**src/rtl/stopwatch_pkg.sv**
```systemverilog
package stopwatch_pkg;

  // Time fields, each sized for its largest legal value
  typedef logic [9:0]  ms_t;          // Milliseconds, 0 to 999
  typedef logic [5:0]  sec_t;         // Seconds, 0 to 59
  typedef logic [5:0]  min_t;         // Minutes, 0 to 59

  // Wishbone port types
  typedef logic [31:0] wb_data_t;     // One full bus word, no byte selects
  typedef logic [3:0]  wb_addr_t;     // Word address inside the block

  // Largest legal value of every field, used for carries, holds and load checks
  localparam ms_t  MS_MAX  = 10'd999; // Last millisecond before a seconds carry
  localparam sec_t SEC_MAX = 6'd59;   // Last second before a minutes carry
  localparam min_t MIN_MAX = 6'd59;   // Top of the range, counting holds here

  // Register map, word offsets
  localparam wb_addr_t REG_CTRL = 4'd0; // Bit 0 en, bit 1 up_down
  localparam wb_addr_t REG_TIME = 4'd1; // Live time on read, load on write
  localparam wb_addr_t REG_ADJ  = 4'd2; // Adjust pulses, write only

  // Bit positions of the time fields in REG_TIME
  localparam int TIME_MS_LSB  = 0;    // ms in bits 9:0
  localparam int TIME_SEC_LSB = 16;   // sec in bits 21:16
  localparam int TIME_MIN_LSB = 24;   // min in bits 29:24

endpackage
```
**src/rtl/stopwatch_top.sv**
```systemverilog
`timescale 1ns/10ps

module stopwatch_top #(
  parameter int SYNC_STAGES = 2                    // Synchronizer depth, 2 or 3
) (
  input  logic                     clk_high_speed,
  input  logic                     rst_n,
  input  logic                     clk_1khz,        // Asynchronous 1 kHz wave
  input  logic                     inc_sec,         // Asynchronous seconds button
  input  logic                     inc_min,         // Asynchronous minutes button
  input  logic                     wb_cyc,
  input  logic                     wb_stb,
  input  logic                     wb_we,
  input  stopwatch_pkg::wb_addr_t  wb_adr,
  input  stopwatch_pkg::wb_data_t  wb_dat_w,
  output stopwatch_pkg::wb_data_t  wb_dat_r,
  output logic                     wb_ack,
  output stopwatch_pkg::ms_t       time_ms,         // Live time, also readable on the bus
  output stopwatch_pkg::sec_t      time_sec,
  output stopwatch_pkg::min_t      time_min
);

  logic                 ms_tick;    // Synchronized tick pulse
  logic                 btn_sec;    // Synchronized seconds button pulse
  logic                 btn_min;    // Synchronized minutes button pulse
  logic                 en;
  logic                 up_down;
  logic                 sw_sec;     // Seconds adjust from REG_ADJ
  logic                 sw_min;     // Minutes adjust from REG_ADJ
  logic                 load;       // Checked REG_TIME write
  stopwatch_pkg::ms_t   load_ms;
  stopwatch_pkg::sec_t  load_sec;
  stopwatch_pkg::min_t  load_min;

  // Hardware inputs enter through the synchronizer
  input_sync #(
    .SYNC_STAGES (SYNC_STAGES)
  ) u_input_sync (
    .clk_high_speed (clk_high_speed),
    .rst_n          (rst_n),
    .clk_1khz       (clk_1khz),
    .inc_sec        (inc_sec),
    .inc_min        (inc_min),
    .ms_tick        (ms_tick),
    .btn_sec        (btn_sec),
    .btn_min        (btn_min)
  );

  // Software control and readback over Wishbone
  stopwatch_wb_regs u_wb_regs (
    .clk_high_speed (clk_high_speed),
    .rst_n          (rst_n),
    .wb_cyc         (wb_cyc),
    .wb_stb         (wb_stb),
    .wb_we          (wb_we),
    .wb_adr         (wb_adr),
    .wb_dat_w       (wb_dat_w),
    .wb_dat_r       (wb_dat_r),
    .wb_ack         (wb_ack),
    .time_ms        (time_ms),
    .time_sec       (time_sec),
    .time_min       (time_min),
    .en             (en),
    .up_down        (up_down),
    .sw_sec         (sw_sec),
    .sw_min         (sw_min),
    .load           (load),
    .load_ms        (load_ms),
    .load_sec       (load_sec),
    .load_min       (load_min)
  );

  // The counter merges both request sources
  time_counter u_time_counter (
    .clk_high_speed (clk_high_speed),
    .rst_n          (rst_n),
    .ms_tick        (ms_tick),
    .btn_sec        (btn_sec),
    .btn_min        (btn_min),
    .sw_sec         (sw_sec),
    .sw_min         (sw_min),
    .en             (en),
    .up_down        (up_down),
    .load           (load),
    .load_ms        (load_ms),
    .load_sec       (load_sec),
    .load_min       (load_min),
    .time_ms        (time_ms),
    .time_sec       (time_sec),
    .time_min       (time_min)
  );

endmodule

```
**src/rtl/time_counter.sv**
```systemverilog
`timescale 1ns/10ps

module time_counter (
  input  logic                 clk_high_speed,
  input  logic                 rst_n,
  input  logic                 ms_tick,    // Synchronized 1 kHz tick
  input  logic                 btn_sec,    // Button seconds adjust pulse
  input  logic                 btn_min,    // Button minutes adjust pulse
  input  logic                 sw_sec,     // Software seconds adjust pulse
  input  logic                 sw_min,     // Software minutes adjust pulse
  input  logic                 en,         // Ticks count only while set
  input  logic                 up_down,    // 1 counts up, 0 counts down
  input  logic                 load,       // Replace the time with load_*
  input  stopwatch_pkg::ms_t   load_ms,    // Already range checked
  input  stopwatch_pkg::sec_t  load_sec,
  input  stopwatch_pkg::min_t  load_min,
  output stopwatch_pkg::ms_t   time_ms,    // Current milliseconds
  output stopwatch_pkg::sec_t  time_sec,   // Current seconds
  output stopwatch_pkg::min_t  time_min    // Current minutes
);

  logic                 tick;          // Tick that is allowed to count
  logic                 pend_sec;      // Seconds adjust waiting behind a tick
  logic                 pend_min;      // Minutes adjust waiting behind a tick or sec adjust
  logic                 want_sec;      // Seconds adjust requested now or earlier
  logic                 want_min;      // Minutes adjust requested now or earlier
  logic                 pend_sec_nxt;
  logic                 pend_min_nxt;
  stopwatch_pkg::ms_t   ms_nxt;
  stopwatch_pkg::sec_t  sec_nxt;
  stopwatch_pkg::min_t  min_nxt;

  assign tick = ms_tick && en;                        // A disabled tick is simply dropped

  // Buttons and bus writes feed the same request, either one is enough
  assign want_sec = pend_sec || btn_sec || sw_sec;
  assign want_min = pend_min || btn_min || sw_min;

  // One action per cycle: load, then tick, then seconds adjust, then minutes adjust
  always_comb begin
    ms_nxt       = time_ms;
    sec_nxt      = time_sec;
    min_nxt      = time_min;
    pend_sec_nxt = want_sec;                          // Requests not served stay pending
    pend_min_nxt = want_min;
    if (load) begin
      ms_nxt       = load_ms;                         // Load beats everything
      sec_nxt      = load_sec;
      min_nxt      = load_min;
      pend_sec_nxt = 1'b0;                            // And throws away pending adjusts
      pend_min_nxt = 1'b0;
    end else if (tick) begin
      if (up_down) begin
        if (time_ms < stopwatch_pkg::MS_MAX) begin
          ms_nxt = time_ms + 10'd1;                   // Plain millisecond step
        end else if (time_sec < stopwatch_pkg::SEC_MAX) begin
          ms_nxt  = '0;                               // Carry into seconds
          sec_nxt = time_sec + 6'd1;
        end else if (time_min < stopwatch_pkg::MIN_MAX) begin
          ms_nxt  = '0;                               // Carry into minutes
          sec_nxt = '0;
          min_nxt = time_min + 6'd1;
        end                                           // Holds at 59:59.999
      end else begin
        if (time_ms != '0) begin
          ms_nxt = time_ms - 10'd1;
        end else if (time_sec != '0) begin
          ms_nxt  = stopwatch_pkg::MS_MAX;            // Borrow from seconds
          sec_nxt = time_sec - 6'd1;
        end else if (time_min != '0) begin
          ms_nxt  = stopwatch_pkg::MS_MAX;            // Borrow from minutes
          sec_nxt = stopwatch_pkg::SEC_MAX;
          min_nxt = time_min - 6'd1;
        end                                           // Holds at 00:00.000
      end
    end else if (want_sec) begin
      pend_sec_nxt = 1'b0;                            // Served, a minutes request may still wait
      if (up_down) begin
        if (time_sec < stopwatch_pkg::SEC_MAX) begin
          sec_nxt = time_sec + 6'd1;
        end else if (time_min < stopwatch_pkg::MIN_MAX) begin
          sec_nxt = '0;                               // Step from 59 into the next minute
          min_nxt = time_min + 6'd1;
        end
      end else begin
        if (time_sec != '0) begin
          sec_nxt = time_sec - 6'd1;
        end else if (time_min != '0) begin
          sec_nxt = stopwatch_pkg::SEC_MAX;           // Step from 0 into the previous minute
          min_nxt = time_min - 6'd1;
        end
      end
    end else if (want_min) begin
      pend_min_nxt = 1'b0;
      if (up_down) begin
        if (time_min < stopwatch_pkg::MIN_MAX) begin
          min_nxt = time_min + 6'd1;                  // Holds at 59, no wrap
        end
      end else begin
        if (time_min != '0) begin
          min_nxt = time_min - 6'd1;                  // Holds at 0, no wrap
        end
      end
    end
  end

  always_ff @(posedge clk_high_speed) begin
    if (!rst_n) begin
      time_ms  <= '0;                                 // Time starts at 00:00.000
      time_sec <= '0;
      time_min <= '0;
      pend_sec <= 1'b0;                               // Nothing waiting after reset
      pend_min <= 1'b0;
    end else begin
      time_ms  <= ms_nxt;
      time_sec <= sec_nxt;
      time_min <= min_nxt;
      pend_sec <= pend_sec_nxt;
      pend_min <= pend_min_nxt;
    end
  end

endmodule

```
**src/rtl/stopwatch_wb_regs.sv**
```systemverilog
`timescale 1ns/10ps

module stopwatch_wb_regs (
  input  logic                     clk_high_speed,
  input  logic                     rst_n,
  input  logic                     wb_cyc,      // Bus cycle in progress
  input  logic                     wb_stb,      // Strobe for this slave
  input  logic                     wb_we,       // High for a write
  input  stopwatch_pkg::wb_addr_t  wb_adr,      // Word address
  input  stopwatch_pkg::wb_data_t  wb_dat_w,    // Write data from the master
  output stopwatch_pkg::wb_data_t  wb_dat_r,    // Read data, valid with wb_ack
  output logic                     wb_ack,      // One-cycle acknowledge
  input  stopwatch_pkg::ms_t       time_ms,     // Live milliseconds from the counter
  input  stopwatch_pkg::sec_t      time_sec,    // Live seconds from the counter
  input  stopwatch_pkg::min_t      time_min,    // Live minutes from the counter
  output logic                     en,          // Counting enable
  output logic                     up_down,     // 1 counts up, 0 counts down
  output logic                     sw_sec,      // Software seconds adjust pulse
  output logic                     sw_min,      // Software minutes adjust pulse
  output logic                     load,        // Load pulse for a checked time
  output stopwatch_pkg::ms_t       load_ms,     // Milliseconds to load
  output stopwatch_pkg::sec_t      load_sec,    // Seconds to load
  output stopwatch_pkg::min_t      load_min     // Minutes to load
);

  logic                     access;      // New transfer this cycle
  logic                     wr_ctrl;     // Write to REG_CTRL
  logic                     wr_time;     // Write to REG_TIME
  logic                     wr_adj;      // Write to REG_ADJ
  logic                     time_ok;     // Every field of the write data is in range
  stopwatch_pkg::ms_t       wr_ms;       // Millisecond field of the write data
  stopwatch_pkg::sec_t      wr_sec;      // Seconds field of the write data
  stopwatch_pkg::min_t      wr_min;      // Minutes field of the write data
  stopwatch_pkg::wb_data_t  rd_word;     // Read data before it is registered

  // A transfer starts when the master strobes and the previous ack has gone
  // Blocking on wb_ack keeps a held strobe from being taken twice
  assign access  = wb_cyc && wb_stb && !wb_ack;
  assign wr_ctrl = access && wb_we && (wb_adr == stopwatch_pkg::REG_CTRL);
  assign wr_time = access && wb_we && (wb_adr == stopwatch_pkg::REG_TIME);
  assign wr_adj  = access && wb_we && (wb_adr == stopwatch_pkg::REG_ADJ);

  // Split the REG_TIME write word into its fields
  assign wr_ms  = wb_dat_w[stopwatch_pkg::TIME_MS_LSB  +: 10];
  assign wr_sec = wb_dat_w[stopwatch_pkg::TIME_SEC_LSB +: 6];
  assign wr_min = wb_dat_w[stopwatch_pkg::TIME_MIN_LSB +: 6];

  // A time is only loaded when all three fields are legal, otherwise the write is dropped
  assign time_ok = (wr_ms  <= stopwatch_pkg::MS_MAX)  &&
                   (wr_sec <= stopwatch_pkg::SEC_MAX) &&
                   (wr_min <= stopwatch_pkg::MIN_MAX);

  // Acknowledge exactly one cycle after the strobe, never two cycles in a row
  always_ff @(posedge clk_high_speed) begin
    if (!rst_n) begin
      wb_ack <= 1'b0;                    // Idle bus after reset
    end else begin
      wb_ack <= access;                  // Zero wait states
    end
  end

  // Control bits keep their value until the next write to REG_CTRL
  always_ff @(posedge clk_high_speed) begin
    if (!rst_n) begin
      en      <= 1'b0;                   // Stopped after reset
      up_down <= 1'b0;                   // Down is the reset direction
    end else if (wr_ctrl) begin
      en      <= wb_dat_w[0];            // Bit 0 starts or stops counting
      up_down <= wb_dat_w[1];            // Bit 1 picks the direction
    end
  end

  // Adjust and load pulses line up with the ack cycle
  // The counter acts on them at the following edge
  always_ff @(posedge clk_high_speed) begin
    if (!rst_n) begin
      sw_sec <= 1'b0;
      sw_min <= 1'b0;
      load   <= 1'b0;
    end else begin
      sw_sec <= wr_adj && wb_dat_w[0];   // Seconds adjust request
      sw_min <= wr_adj && wb_dat_w[1];   // Minutes adjust request
      load   <= wr_time && time_ok;      // Only a legal time is passed on
    end
  end

  // Load values are only looked at while load is high
  always_ff @(posedge clk_high_speed) begin
    if (wr_time) begin
      load_ms  <= wr_ms;                 // Captured together with the load pulse
      load_sec <= wr_sec;
      load_min <= wr_min;
    end
  end

  // Read multiplexer, REG_ADJ and unused addresses return zero
  always_comb begin
    rd_word = '0;
    case (wb_adr)
      stopwatch_pkg::REG_CTRL: begin
        rd_word[0] = en;                 // Enable readback
        rd_word[1] = up_down;            // Direction readback
      end
      stopwatch_pkg::REG_TIME: begin
        rd_word[stopwatch_pkg::TIME_MS_LSB  +: 10] = time_ms;  // Live time, not the load value
        rd_word[stopwatch_pkg::TIME_SEC_LSB +: 6]  = time_sec;
        rd_word[stopwatch_pkg::TIME_MIN_LSB +: 6]  = time_min;
      end
      default: rd_word = '0;
    endcase
  end

  // Time is sampled at the strobe edge and held while wb_ack is high
  always_ff @(posedge clk_high_speed) begin
    if (access && !wb_we) begin
      wb_dat_r <= rd_word;               // Registered read data
    end
  end

endmodule

```
**src/rtl/input_sync.sv**
```systemverilog
`timescale 1ns/10ps

module input_sync #(
  parameter int SYNC_STAGES = 2           // Flops in each synchronizer chain, 2 or 3
) (
  input  logic clk_high_speed,
  input  logic rst_n,
  input  logic clk_1khz,                  // Asynchronous 1 kHz square wave
  input  logic inc_sec,                   // Asynchronous seconds button
  input  logic inc_min,                   // Asynchronous minutes button
  output logic ms_tick,                   // One-cycle pulse per rising edge of clk_1khz
  output logic btn_sec,                   // One-cycle pulse per press of inc_sec
  output logic btn_min                    // One-cycle pulse per press of inc_min
);

  // All three inputs share one vector so a single chain description covers them
  // Bit 0 is the 1 kHz wave, bit 1 the seconds button, bit 2 the minutes button
  logic [2:0]                    async_in;   // Raw inputs gathered into one vector
  logic [SYNC_STAGES-1:0][2:0]   sync_q;     // Synchronizer chain, stage 0 sees raw input
  logic [2:0]                    prev_q;     // Last synchronized value for edge detect
  logic [2:0]                    pulse_q;    // Registered rising-edge pulses

  assign async_in = {inc_min, inc_sec, clk_1khz}; // Pack inputs in fixed bit order

  always_ff @(posedge clk_high_speed) begin
    if (!rst_n) begin
      sync_q  <= '0;                      // History starts low after reset
      prev_q  <= '0;                      // Matches the cleared chain
      pulse_q <= '0;                      // No pulse leaves during reset
    end else begin
      sync_q[0] <= async_in;              // First stage may go metastable
      for (int i = 1; i < SYNC_STAGES; i++) begin
        sync_q[i] <= sync_q[i-1];         // Later stages let it settle
      end
      prev_q  <= sync_q[SYNC_STAGES-1];   // Remember the settled level
      pulse_q <= sync_q[SYNC_STAGES-1] & ~prev_q; // High for one cycle on a low to high change
    end
  end

  // The pulse is registered, so an input edge reaches the outputs
  // SYNC_STAGES + 1 edges later and the counter moves one edge after that
  assign ms_tick = pulse_q[0];            // Millisecond tick
  assign btn_sec = pulse_q[1];            // Seconds button press
  assign btn_min = pulse_q[2];            // Minutes button press

endmodule

```
**config.mk**
```make
export PLATFORM = sky130hd
export DESIGN_NAME = stopwatch_top
export DESIGN_NICKNAME = d
export VERILOG_FILES = /design/src/rtl/stopwatch_pkg.sv /design/src/rtl/stopwatch_top.sv /design/src/rtl/time_counter.sv /design/src/rtl/stopwatch_wb_regs.sv /design/src/rtl/input_sync.sv
export SDC_FILE = /design/constraint.sdc
export NUM_CORES = 1
export LEC_CHECK = 0
export BUFFER_PORTS_ARGS = -buffer_cell sky130_fd_sc_hd__buf_2
export CAP_MARGIN = 10
export CORE_MARGIN = 2
export CORE_UTILIZATION = 35
export DETAILED_ROUTE_END_ITERATION = 16
export GPL_TIMING_DRIVEN = 0
export MAX_ROUTING_LAYER = met4
export PLACE_DENSITY = 0.58
export SLEW_MARGIN = 20
export SYNTH_ARGS = -nofsm -noshare
export SYNTH_HDL_FRONTEND = slang
export SYNTH_SLANG_ARGS = --single-unit
export TNS_END_PERCENT = 50
```
**constraint.sdc**
```tcl
create_clock -name clk_high_speed -period 6.8 [get_ports clk_high_speed]
set_clock_uncertainty 0.15 [all_clocks]
set_input_delay 0.34 -clock clk_high_speed [delete_from_list [all_inputs] [get_ports clk_high_speed]]
set_output_delay 0.34 -clock clk_high_speed [all_outputs]
set_load 0.02 [all_outputs]
```
# Yosys cells after proc, flatten, opt, wreduce, memory -nomap -nowiden
# Cells that the tools add are included.
dict set report totals {
  register_bits 86
  inputBits 44
  output_inout_bits 55
  word_cells 109
}
dict set report op_classes {
  n_addsub 6
  magnitude_cmp 6
  n_eq_ne 5
  mux 36
  bitwise 4
  reduce_logical 32
}
# op n
set ops {}
lappend ops {{two-way mux 6 bit} 24}
lappend ops {{two-way mux 10 bit} 9}
lappend ops {{logical AND 1 bit} 13}
lappend ops {{adder 6 x 1 -> 6 bit (second input constant)} 2}
lappend ops {{less-or-equal comparator 6 bit (second input constant)} 2}
lappend ops {{less-than comparator 6 bit (second input constant)} 2}
lappend ops {{nonzero test 6 bit} 2}
lappend ops {{subtractor 6 x 1 -> 6 bit (second input constant)} 2}
lappend ops {{adder 10 x 1 -> 10 bit (second input constant)} 1}
lappend ops {{less-or-equal comparator 10 bit (second input constant)} 1}
lappend ops {{less-than comparator 10 bit (second input constant)} 1}
lappend ops {{nonzero test 10 bit} 1}
lappend ops {{subtractor 10 x 1 -> 10 bit (second input constant)} 1}
lappend ops {{AND reduction 3 bit} 3}
lappend ops {{!= test 4 bit (second input constant)} 2}
lappend ops {{!= test 5 x 2 -> 1 bit (second input constant)} 1}
lappend ops {{nonzero test 5 bit} 1}
lappend ops {{equality test 4 x 1 -> 1 bit (second input constant)} 1}
lappend ops {{equality test 4 x 2 -> 1 bit (second input constant)} 1}
lappend ops {{logical NOT 4 bit} 1}
lappend ops {{logical OR 1 bit} 4}
lappend ops {{case mux 2 bit (2 select lines)} 1}
lappend ops {{nonzero test 4 bit} 1}
lappend ops {{bitwise AND 3 bit} 1}
lappend ops {{other kinds (8)} 11}

# Depth between registers and ports, before layout
# Gate-level depths: netlist (run 1).
dict set report depth {
  ltp_word 7
  mapped_depth 8
  depth_no_buf 7
}

# Cells and area by module
# Synthesis (run 1) repeated with hierarchy kept, for this count alone.
dict set report unflattened {
  cells_unflattened 466
  hier_area_um2 4583.1
}
# mod instances cells_each area_per_inst_um2
set modules_own_cells {}
lappend modules_own_cells {time_counter 1 324 2396.0}
lappend modules_own_cells {stopwatch_wb_regs 1 117 1843.0}
lappend modules_own_cells {input_sync 1 25 344.1}

# Worst setup path before layout (run 1)
# Ideal clock, no wire load.
dict set report synth_path {
  path_kind {flip-flop to flip-flop}
  from {reg u_wb_regs.wb_ack}
  to {reg u_wb_regs.wb_dat_r[0] (enable)}
  setup_ns 0.429
  arrival_time_ns 1.984
  required_ns 6.221
  path_slack_ns 4.237
  path_stages_with_launch 2
  n_path_buf 0
  period_less_slack_ns 2.563
  cell_sequence {dfxtp_1 nor3_1}
}
dict set report synth_via {
  elab_chain_len 3
}
# element line
set synth_rtl {}
lappend synth_rtl {{start: declaration} stopwatch_wb_regs.sv:12} ;# output logic wb_ack,
lappend synth_rtl {{start signal: assignment} stopwatch_wb_regs.sv:58} ;# wb_ack <= access;
lappend synth_rtl {{logical NOT 1 bit} stopwatch_wb_regs.sv:38} ;# assign access = wb_cyc && wb_stb && !wb_ack;
lappend synth_rtl {{logical AND 1 bit} stopwatch_wb_regs.sv:38}
lappend synth_rtl {{logical AND 1 bit} stopwatch_wb_regs.sv:115} ;# if (access && !wb_we) begin
lappend synth_rtl {{end signal: assignment} stopwatch_wb_regs.sv:116} ;# wb_dat_r <= rd_word;
lappend synth_rtl {{end: declaration} stopwatch_wb_regs.sv:11} ;# output stopwatch_pkg::wb_data_t wb_dat_r,
# No other way between the ends.
# A chain may end at the register's enable or synchronous reset.

# Final worst setup path (run 1)
dict set report layout_path {
  from {reg u_time_counter.time_ms[0]}
  to {reg u_time_counter.time_sec[5]}
}
dict set report layout_via {
  elab_chain_len 3
  word_cells_on_any_way 5
  cone_classes {1 x order compare; 2 x eq/ne; 2 x reduce/logical}
}
# element line
set layout_rtl {}
lappend layout_rtl {{start: declaration} time_counter.sv:17} ;# output stopwatch_pkg::ms_t time_ms,
lappend layout_rtl {{start signal: assignment} time_counter.sv:115} ;# time_ms <= ms_nxt;
lappend layout_rtl {{less-than comparator 10 bit or nonzero test 10 bit (tied branches)} {time_counter.sv:54, time_counter.sv:65}}
lappend layout_rtl {{!= test 4 bit (no line)} -}
lappend layout_rtl {{AND reduction 3 bit (no line) (*)} -}
lappend layout_rtl {{end signal: assignment} time_counter.sv:116} ;# time_sec <= sec_nxt;
lappend layout_rtl {{end: declaration} time_counter.sv:18} ;# output stopwatch_pkg::sec_t time_sec,
# Mark *: on every way between the ends. The rest lies on a longest branch, timed or not.

==> results.ini, run 1 <==
[routing]
number_of_optimization_iterations_in_the_first_detailed_route_pass=6
detail_route.iter0.violations=435
routed_wirelength_um=13700
routedWlPerCell_um=18.5
routed-via-count=4148
drc=0
vias_per_cell=5.63
detail-route-antenna-nets=0

[setup_path]
cp.required_ns=6.94
worstSetupStartpoint=u_time_counter.time_ms[0]
cpMaxStageDelayCell=sky130_fd_sc_hd__or4b_4
critical_path_buf_inv_count=1
path_cells=inv_1 -> ha_1 -> or4b_4 -> o31ai_4 -> a21oi_2 -> nor2_2 -> o221a_1
worst-path-max-fanout=9
critPathMaxStageDelay_ns=0.57
worst_setup_start_kind=register
regToRegStartpoint=u_time_counter.time_ms[0]
critical_path.top_delay_family=simple AND/OR/NAND/NOR gates
critical_path.endpoint_type=register
reg2regPathDepth=7
timing_worst_setup_path_type=register to register
rrSetupSlack_ns=4.00
signal_arrival_time_at_the_worst_endpoint_ns=2.93
cp.depth=7
crit-reg2reg-capture=u_time_counter.time_sec[5]

[power_and_ir_drop]
power.share.sequential_pct=47.1
power.clock.fraction_pct=43.2
power_density_mw_per_mm2=212
cell_internal_pwr_uw=894
power_switching_share_pct=24.7
comb_power_share_pct=9.7
p_leak_uw=0.00216
switchingPower_uw=293
irDropWorstVdd_mv=0.109
report.power.total_uw=1190

[clock_tree]
cts_repair_resize_count=0
clkSinkCount=86
insertion_delay_of_the_later_clocked_pin_in_the_worst_skew_pair_ns=0.35
cts-htree-levels=3
cts.repair_timing.setup_buffer_count=0
tritoncts=yes
cts-root-to-sink-buffers=2
cts-buffers-inserted=9
hold_buffers=0
worst_setup_hold_path_clk_slew_ns=0.07
cts-root-buf=sky130_fd_sc_hd__clkbuf_16

[grt]
first_global_vias=3758
grt-ovfl-total=0
antenna_found_initial=0
grt_use_total_pct=20.0
wire_length_of_the_first_global_routing_pass_um=21300
largest_net_degree_at_the_start_of_global_routing=24

[worst_hold_path]
timing.hold.worst_path_depth=1
hold-path-endpoint=u_wb_regs.load_sec[0]
timing.hold.worst.start=wb_dat_w[16]
worst_hold_path_type=primary input to register

[sta]
period_needed_ns=2.80
timing.max_slew.rel_slack_pct=46.8
setup_viol=0
smallest_setup_slack_after_layout_ns=4.00
rsz_0062_raised_after_global_routing=no
final_max_slew_viol_count=0
maxClockFrequency_ghz=0.358
worst-slew-pin-transition_ns=0.791
hold_viol=0
final_min_period_over_clock_period_pct=41.1
finalSetupTns_ns=0

[cells_and_area]
fin_nets=612
finalInstanceArea_mm2=0.00560
stdcell_count=737
syn2layout_area_growth_pct=21.4
diodes=0
drive_gt1_share_pct=24.6

[placed_design]
placement.cell_area_mm2=0.00528
dpl.cell_count=721
routabilityCongestion=0.935
hpwl_um=10300
number_of_buffer_cells_added_on_primary_ports=77
dpl_ws_ns=4.05

[yosys]
yosysWarningCount=0
synth.cells.most_frequent=sky130_fd_sc_hd__edfxtp_1 (44), sky130_fd_sc_hd__dfxtp_1 (42), sky130_fd_sc_hd__nor2_1 (39)
syn_area_per_cell_um2=10.0
netlist_top_cells_area=sky130_fd_sc_hd__edfxtp_1 (29%), sky130_fd_sc_hd__dfxtp_1 (18%), sky130_fd_sc_hd__nor2_1 (3.2%)
top_area_cell_type_share_of_the_netlist_area_pct=28.6
synth_edf_count=44
post-synth-top-count-cell=sky130_fd_sc_hd__edfxtp_1
number_of_instances_in_the_synthesized_netlist=461
async_set_reset_flop_share_out_of_synthesis_pct=0
synthesis.area_mm2=0.00461
netlist_cell_types=79
yosys_register_bits=86
synthDominantAreaCellType=sky130_fd_sc_hd__edfxtp_1
synth_flop_cell=sky130_fd_sc_hd__edfxtp_1
synth.yosys.seq_area_share_pct=46.9

[floorplanning]
start_util_pct=36.3
floorplan.die.height_um=119
dieArea_mm2=0.0141
core_area_mm2=0.0127
io_pins=99
fp-row-count=41
die_x_um=119

[job]
drv_cap=0

[run_status]
outcome=complete, no violations

[routing by layer]
layer | up-vias | global-route usage (%) | share of wire [%]
met4 | 0 | 6.85 | 1.9
met1 | 1952 | 27.9 | 46
li1 | 1947 | - | -
met2 | 225 | 28.7 | 43
met3 | 24 | 4.26 | 8.9
met5 | - | - | 0
[stage by stage]
stage,hold WS [ns],utilization [%]
2_1_floorplan,0.217,-
3_3_place_gp,0.222,41.3
3_5_place_dp,0.225,41.5
4_1_cts,0.00324,44.0
5_1_grt,0.00502,44.0
6_report,0.0154,44.0
[worst reg2reg max path: stages (launching register included)]
cell and delay, ns:
sky130_fd_sc_hd__dfxtp_1 0.42, sky130_fd_sc_hd__inv_1 0.15, sky130_fd_sc_hd__ha_1 0.30, sky130_fd_sc_hd__or4b_4 0.57
sky130_fd_sc_hd__o31ai_4 0.41, sky130_fd_sc_hd__a21oi_2 0.17, sky130_fd_sc_hd__nor2_2 0.33, sky130_fd_sc_hd__o221a_1 0.24
[state kept, by name (all words and copies together), names as in the netlist, 3 cells and up]
name,flops
u_wb_regs.wb_dat_r,22
u_time_counter.time_ms,10
u_wb_regs.load_ms,10
u_input_sync.sync_q,6
u_time_counter.time_min,6
u_time_counter.time_sec,6
u_wb_regs.load_min,6
u_wb_regs.load_sec,6
u_input_sync.prev_q,3
u_input_sync.pulse_q,3
[area by class of cell]
cell class                 count  area (um2)
multi-input combinational    327        2230
buffer                        41         213
tap                          172         215
clock buffer                  11         275
inverter                      16        60.1
clock inverter                 5        46.3
sequential                    86        2160
timing repair buffer          79         404
fill                        1317        7120
[kinds of logic (layout without fill, tap and decap cells)]
| logic type | count (synthesis) | after routing | share of synthesized area (%) |
|---|---|---|---|
| AO/OA/AOI/OAI | 120 | 120 | 21.6 |
| XOR/XNOR | 12 | 12 | 2.28 |
| adder cells (fa/ha/maj) | 8 | 8 | 2.17 |
| buffers and inverters | 57 | 152 | 5.91 |
| flip-flops | 86 | 86 | 46.9 |
| multiplexers | 7 | 7 | 1.57 |
| other | 1 | 10 | 0.0813 |
| AND/OR/NAND/NOR | 170 | 170 | 19.5 |
[layout by cell type, fill, tap and decap left out, types with 12 or more instances in the layout]
cell	synthesis	layout
sky130_fd_sc_hd__buf_2	8	85
sky130_fd_sc_hd__edfxtp_1	44	44
sky130_fd_sc_hd__dfxtp_1	42	42
sky130_fd_sc_hd__nor2_1	39	38
sky130_fd_sc_hd__nor3_1	24	23
sky130_fd_sc_hd__nand2_1	23	23
sky130_fd_sc_hd__clkbuf_1	20	20
sky130_fd_sc_hd__nand3_1	16	16
sky130_fd_sc_hd__and3_1	16	16
sky130_fd_sc_hd__inv_1	15	15
sky130_fd_sc_hd__and2_1	12	12
[power by group through the flow]
stage	clock (uW)	sequential [uW]	combinational (uW)
after global routing	551	559	126
final	513	559	115
after CTS	526	559	114
after global placement	0	570	111
after floorplan	0	577	68.6
after detailed placement	0	570	114
[worst max path at each step]
stage | slack (ns) | endpoint
detailed placement | 4.05 | u_time_counter.time_ms[8]
global route | 3.87 | u_time_counter.time_ms[6]
CTS | 4.06 | u_time_counter.time_ms[8]
global placement | 3.39 | u_wb_regs.load
finish | 4.00 | u_time_counter.time_sec[5]
floorplan | 4.24 | u_wb_regs.wb_dat_r[0]
(Power assumes the default switching activity.)
==> inputs of run 2 (changes only) <==
PLACE_DENSITY = 0.6   (was 0.58)
clock period = 2.55 ns   (was 6.8 ns; I/O delays follow)
==> results.ini, run 2 (synthesis results as in run 1) <==
[clock_tree]
clkSinkCount=86  ; unchanged
worst_setup_hold_path_clk_slew_ns=0.06  ; was 0.07 ns
cts-root-to-sink-buffers=2  ; unchanged
cts-buffers-inserted=9  ; unchanged
cts-root-buf=sky130_fd_sc_hd__clkbuf_16  ; unchanged
insertion_delay_of_the_later_clocked_pin_in_the_worst_skew_pair_ns=0.34  ; was 0.35 ns
cts-htree-levels=3  ; unchanged
tritoncts=yes  ; unchanged

[routing]
vias_per_cell=5.54  ; was 5.63
number_of_optimization_iterations_in_the_first_detailed_route_pass=5  ; was 6
wl_met1_um=6460  ; was 6280 um
routedWlPerCell_um=18.4  ; was 18.5 um
dr_wl_met3_um=1180  ; was 1220 um
detail_route.iter0.violations=504  ; was 435
routed-via-count=4261  ; was 4148
maxUsedRoutingLayer=met4  ; unchanged
met2RoutedLength_um=6270  ; was 5900 um
drc=0  ; unchanged
routed_wirelength_um=14200  ; was 13700 um
detail-route-antenna-nets=0  ; unchanged

[setup_path]
cp.depth=8  ; was 7
cpMaxStageDelayCell=sky130_fd_sc_hd__or4b_4  ; unchanged
critical_path_buf_inv_count=2  ; was 1
signal_arrival_time_at_the_worst_endpoint_ns=2.55  ; was 2.93 ns
worstSetupStartpoint=u_time_counter.time_ms[1]  ; was u_time_counter.time_ms[0]
reg2regPathDepth=8  ; was 7
path_cells=inv_1 -> ha_4 -> or4b_4 -> nor3_4 -> buf_4 -> a41oi_2 -> a21oi_1 -> a311oi_1  ; was inv_1 -> ha_1 -> or4b_4 -> o31ai_4 -> a21oi_2 -> nor2_2 -> o221a_1
critPathMaxStageDelay_ns=0.53  ; was 0.57 ns
cp.required_ns=2.58  ; was 6.94 ns
endpoint=u_time_counter.time_ms[5]  ; was u_time_counter.time_sec[5]
regToRegStartpoint=u_time_counter.time_ms[1]  ; was u_time_counter.time_ms[0]
critical_path.top_delay_family=simple AND/OR/NAND/NOR gates  ; unchanged
worst-path-max-fanout=9  ; unchanged
rrSetupSlack_ns=0.03  ; was 4.00 ns
crit-reg2reg-capture=u_time_counter.time_ms[5]  ; was u_time_counter.time_sec[5]
critical_path.endpoint_type=register  ; unchanged
worst_setup_start_kind=register  ; unchanged
timing_worst_setup_path_type=register to register  ; unchanged

[sta]
timing.max_slew.rel_slack_pct=42.7  ; was 46.8%
final_min_period_over_clock_period_pct=98.8  ; was 41.1%
rsz_0062_raised_after_global_routing=yes  ; was no
setup_viol=0  ; unchanged
final_max_slew_viol_count=0  ; unchanged
hold_viol=0  ; unchanged
maxClockFrequency_ghz=0.397  ; was 0.358 GHz
worst-slew-pin-transition_ns=0.860  ; was 0.791 ns
smallest_setup_slack_after_layout_ns=0.0297  ; was 4.00 ns
period_needed_ns=2.52  ; was 2.80 ns

[worst_hold_path]
worst_hold_path_type=primary input to register  ; unchanged

[placed_design]
routabilityCongestion=0.946  ; was 0.935
hpwl_um=10300  ; about the same
number_of_buffer_cells_added_on_primary_ports=77  ; unchanged
dpl_ws_ns=-0.175  ; was 4.05 ns
placement.cell_area_mm2=0.00528  ; about the same

[power_and_ir_drop]
irDropWorstVdd_mv=0.335  ; was 0.109 mV
power.clock.fraction_pct=41.5  ; was 43.2%
power_density_mw_per_mm2=524  ; was 212 mW/mm2
report.power.total_uw=3150  ; was 1190 uW
power.share.sequential_pct=47.3  ; was 47.1%
p_leak_uw=0.00233  ; was 0.00216 uW
cell_internal_pwr_uw=2370  ; was 894 uW
power_switching_share_pct=24.7  ; about the same
switchingPower_uw=778  ; was 293 uW
comb_power_share_pct=11.2  ; was 9.7%

[job]
drv_cap=0  ; unchanged

[grt]
grt-ovfl-total=0  ; unchanged
wire_length_of_the_first_global_routing_pass_um=22000  ; was 21300 um
grt_use_total_pct=20.6  ; was 20.0%
largest_net_degree_at_the_start_of_global_routing=24  ; unchanged
antenna_found_initial=0  ; unchanged
first_global_vias=3962  ; was 3758

[floorplanning]
floorplan.die.height_um=119  ; unchanged
fp-row-count=41  ; unchanged
start_util_pct=36.3  ; unchanged
dieArea_mm2=0.0141  ; unchanged
io_pins=99  ; unchanged
die_x_um=119  ; unchanged
core_area_mm2=0.0127  ; unchanged

[cells_and_area]
layout_top_registers=u_wb_regs.wb_dat_r x22, u_time_counter.time_ms x10, u_wb_regs.load_ms x10  ; unchanged
drive_gt1_share_pct=27.8  ; was 24.6%
mostFrequentLayoutCell=sky130_fd_sc_hd__buf_2  ; unchanged
largest_reg_flops=22  ; unchanged
finalInstanceArea_mm2=0.00602  ; was 0.00560 mm2
max_flop_register=u_wb_regs.wb_dat_r  ; unchanged
mostFrequentLayoutCells=sky130_fd_sc_hd__buf_2 (85), sky130_fd_sc_hd__edfxtp_1 (44), sky130_fd_sc_hd__dfxtp_1 (40), sky130_fd_sc_hd__nor2_1 (37), sky130_fd_sc_hd__dlygate4sd3_1 (27)  ; was sky130_fd_sc_hd__buf_2 (85), sky130_fd_sc_hd__edfxtp_1 (44), sky130_fd_sc_hd__dfxtp_1 (42), sky130_fd_sc_hd__nor2_1 (38)
diodes=0  ; unchanged
syn2layout_area_growth_pct=30.5  ; was 21.4%
fin_nets=644  ; was 612

[run_status]
outcome=complete, no violations  ; unchanged

## run 2: worst reg2reg max path, stage by stage (launching register included)
cell,delay [ns]
sky130_fd_sc_hd__dfxtp_2,0.38
sky130_fd_sc_hd__inv_1,0.13
sky130_fd_sc_hd__ha_4,0.18
sky130_fd_sc_hd__or4b_4,0.53
sky130_fd_sc_hd__nor3_4,0.31
sky130_fd_sc_hd__buf_4,0.17
sky130_fd_sc_hd__a41oi_2,0.16
sky130_fd_sc_hd__a21oi_1,0.27
sky130_fd_sc_hd__a311oi_1,0.08
## run 2: how the worst min path moves through the flow
stage	startpoint	endpoint	slack [ns]	depth (start not counted)
floorplan	wb_dat_w[24]	u_wb_regs.load_min[0]	0.08	0
global placement	wb_dat_w[16]	u_wb_regs.load_sec[0]	0.16	1
detailed placement	wb_dat_w[2]	u_wb_regs.load_ms[2]	0.16	1
CTS	wb_we	u_wb_regs.wb_dat_r[0]	0.009	2
global route	wb_we	u_wb_regs.wb_dat_r[0]	0.03	2
finish	wb_we	u_wb_regs.wb_dat_r[0]	0.02	2
## run 2: routing by layer
layer  vias to the layer above  global-route usage [%]
met1                      2005                    27.9
met4                         0                    7.59
met3                        23                    4.45
li1                       2018                       -
met2                       215                    30.4
met5                         -                       -
## run 2: power groups by stage
stage | clock (uW) | combinational (uW) | sequential [uW]
6_report | 1310 | 353 | 1490
5_1_grt | 1410 | 382 | 1490
4_1_cts | 1350 | 343 | 1490
3_5_place_dp | 0 | 304 | 1520
3_3_place_gp | 0 | 298 | 1520
2_1_floorplan | 0 | 183 | 1540
## run 2: area by class of cell
cell class | count | area (um2)
timing repair buffer | 112 | 719
fill | 1237 | 6700
tap | 172 | 215
multi-input combinational | 327 | 2350
buffer | 40 | 214
clock buffer | 11 | 264
inverter | 16 | 60.1
sequential | 86 | 2160
clock inverter | 5 | 36.3
## run 2: stage by stage
stage	setup TNS [ns]	util [%]	cells	hold slack, ns
2_1_floorplan	0	-	470	0.0764
3_3_place_gp	-14.37	41.3	719	0.155
3_5_place_dp	-1.96	41.5	720	0.157
4_1_cts	0	46.6	767	0.00902
5_1_grt	-0.0994	47.3	769	0.0278
6_report	0	47.3	769	0.0199
## run 2: what timing repair did
item	4_1_cts	5_1_grt
pin swaps	3	1
hold buffers	27	0
setup buffers	4	3
resized for setup	12	19
cloned	0	0
endpoints found under the hold margin	31	0
endpoints found under the setup margin	22	16
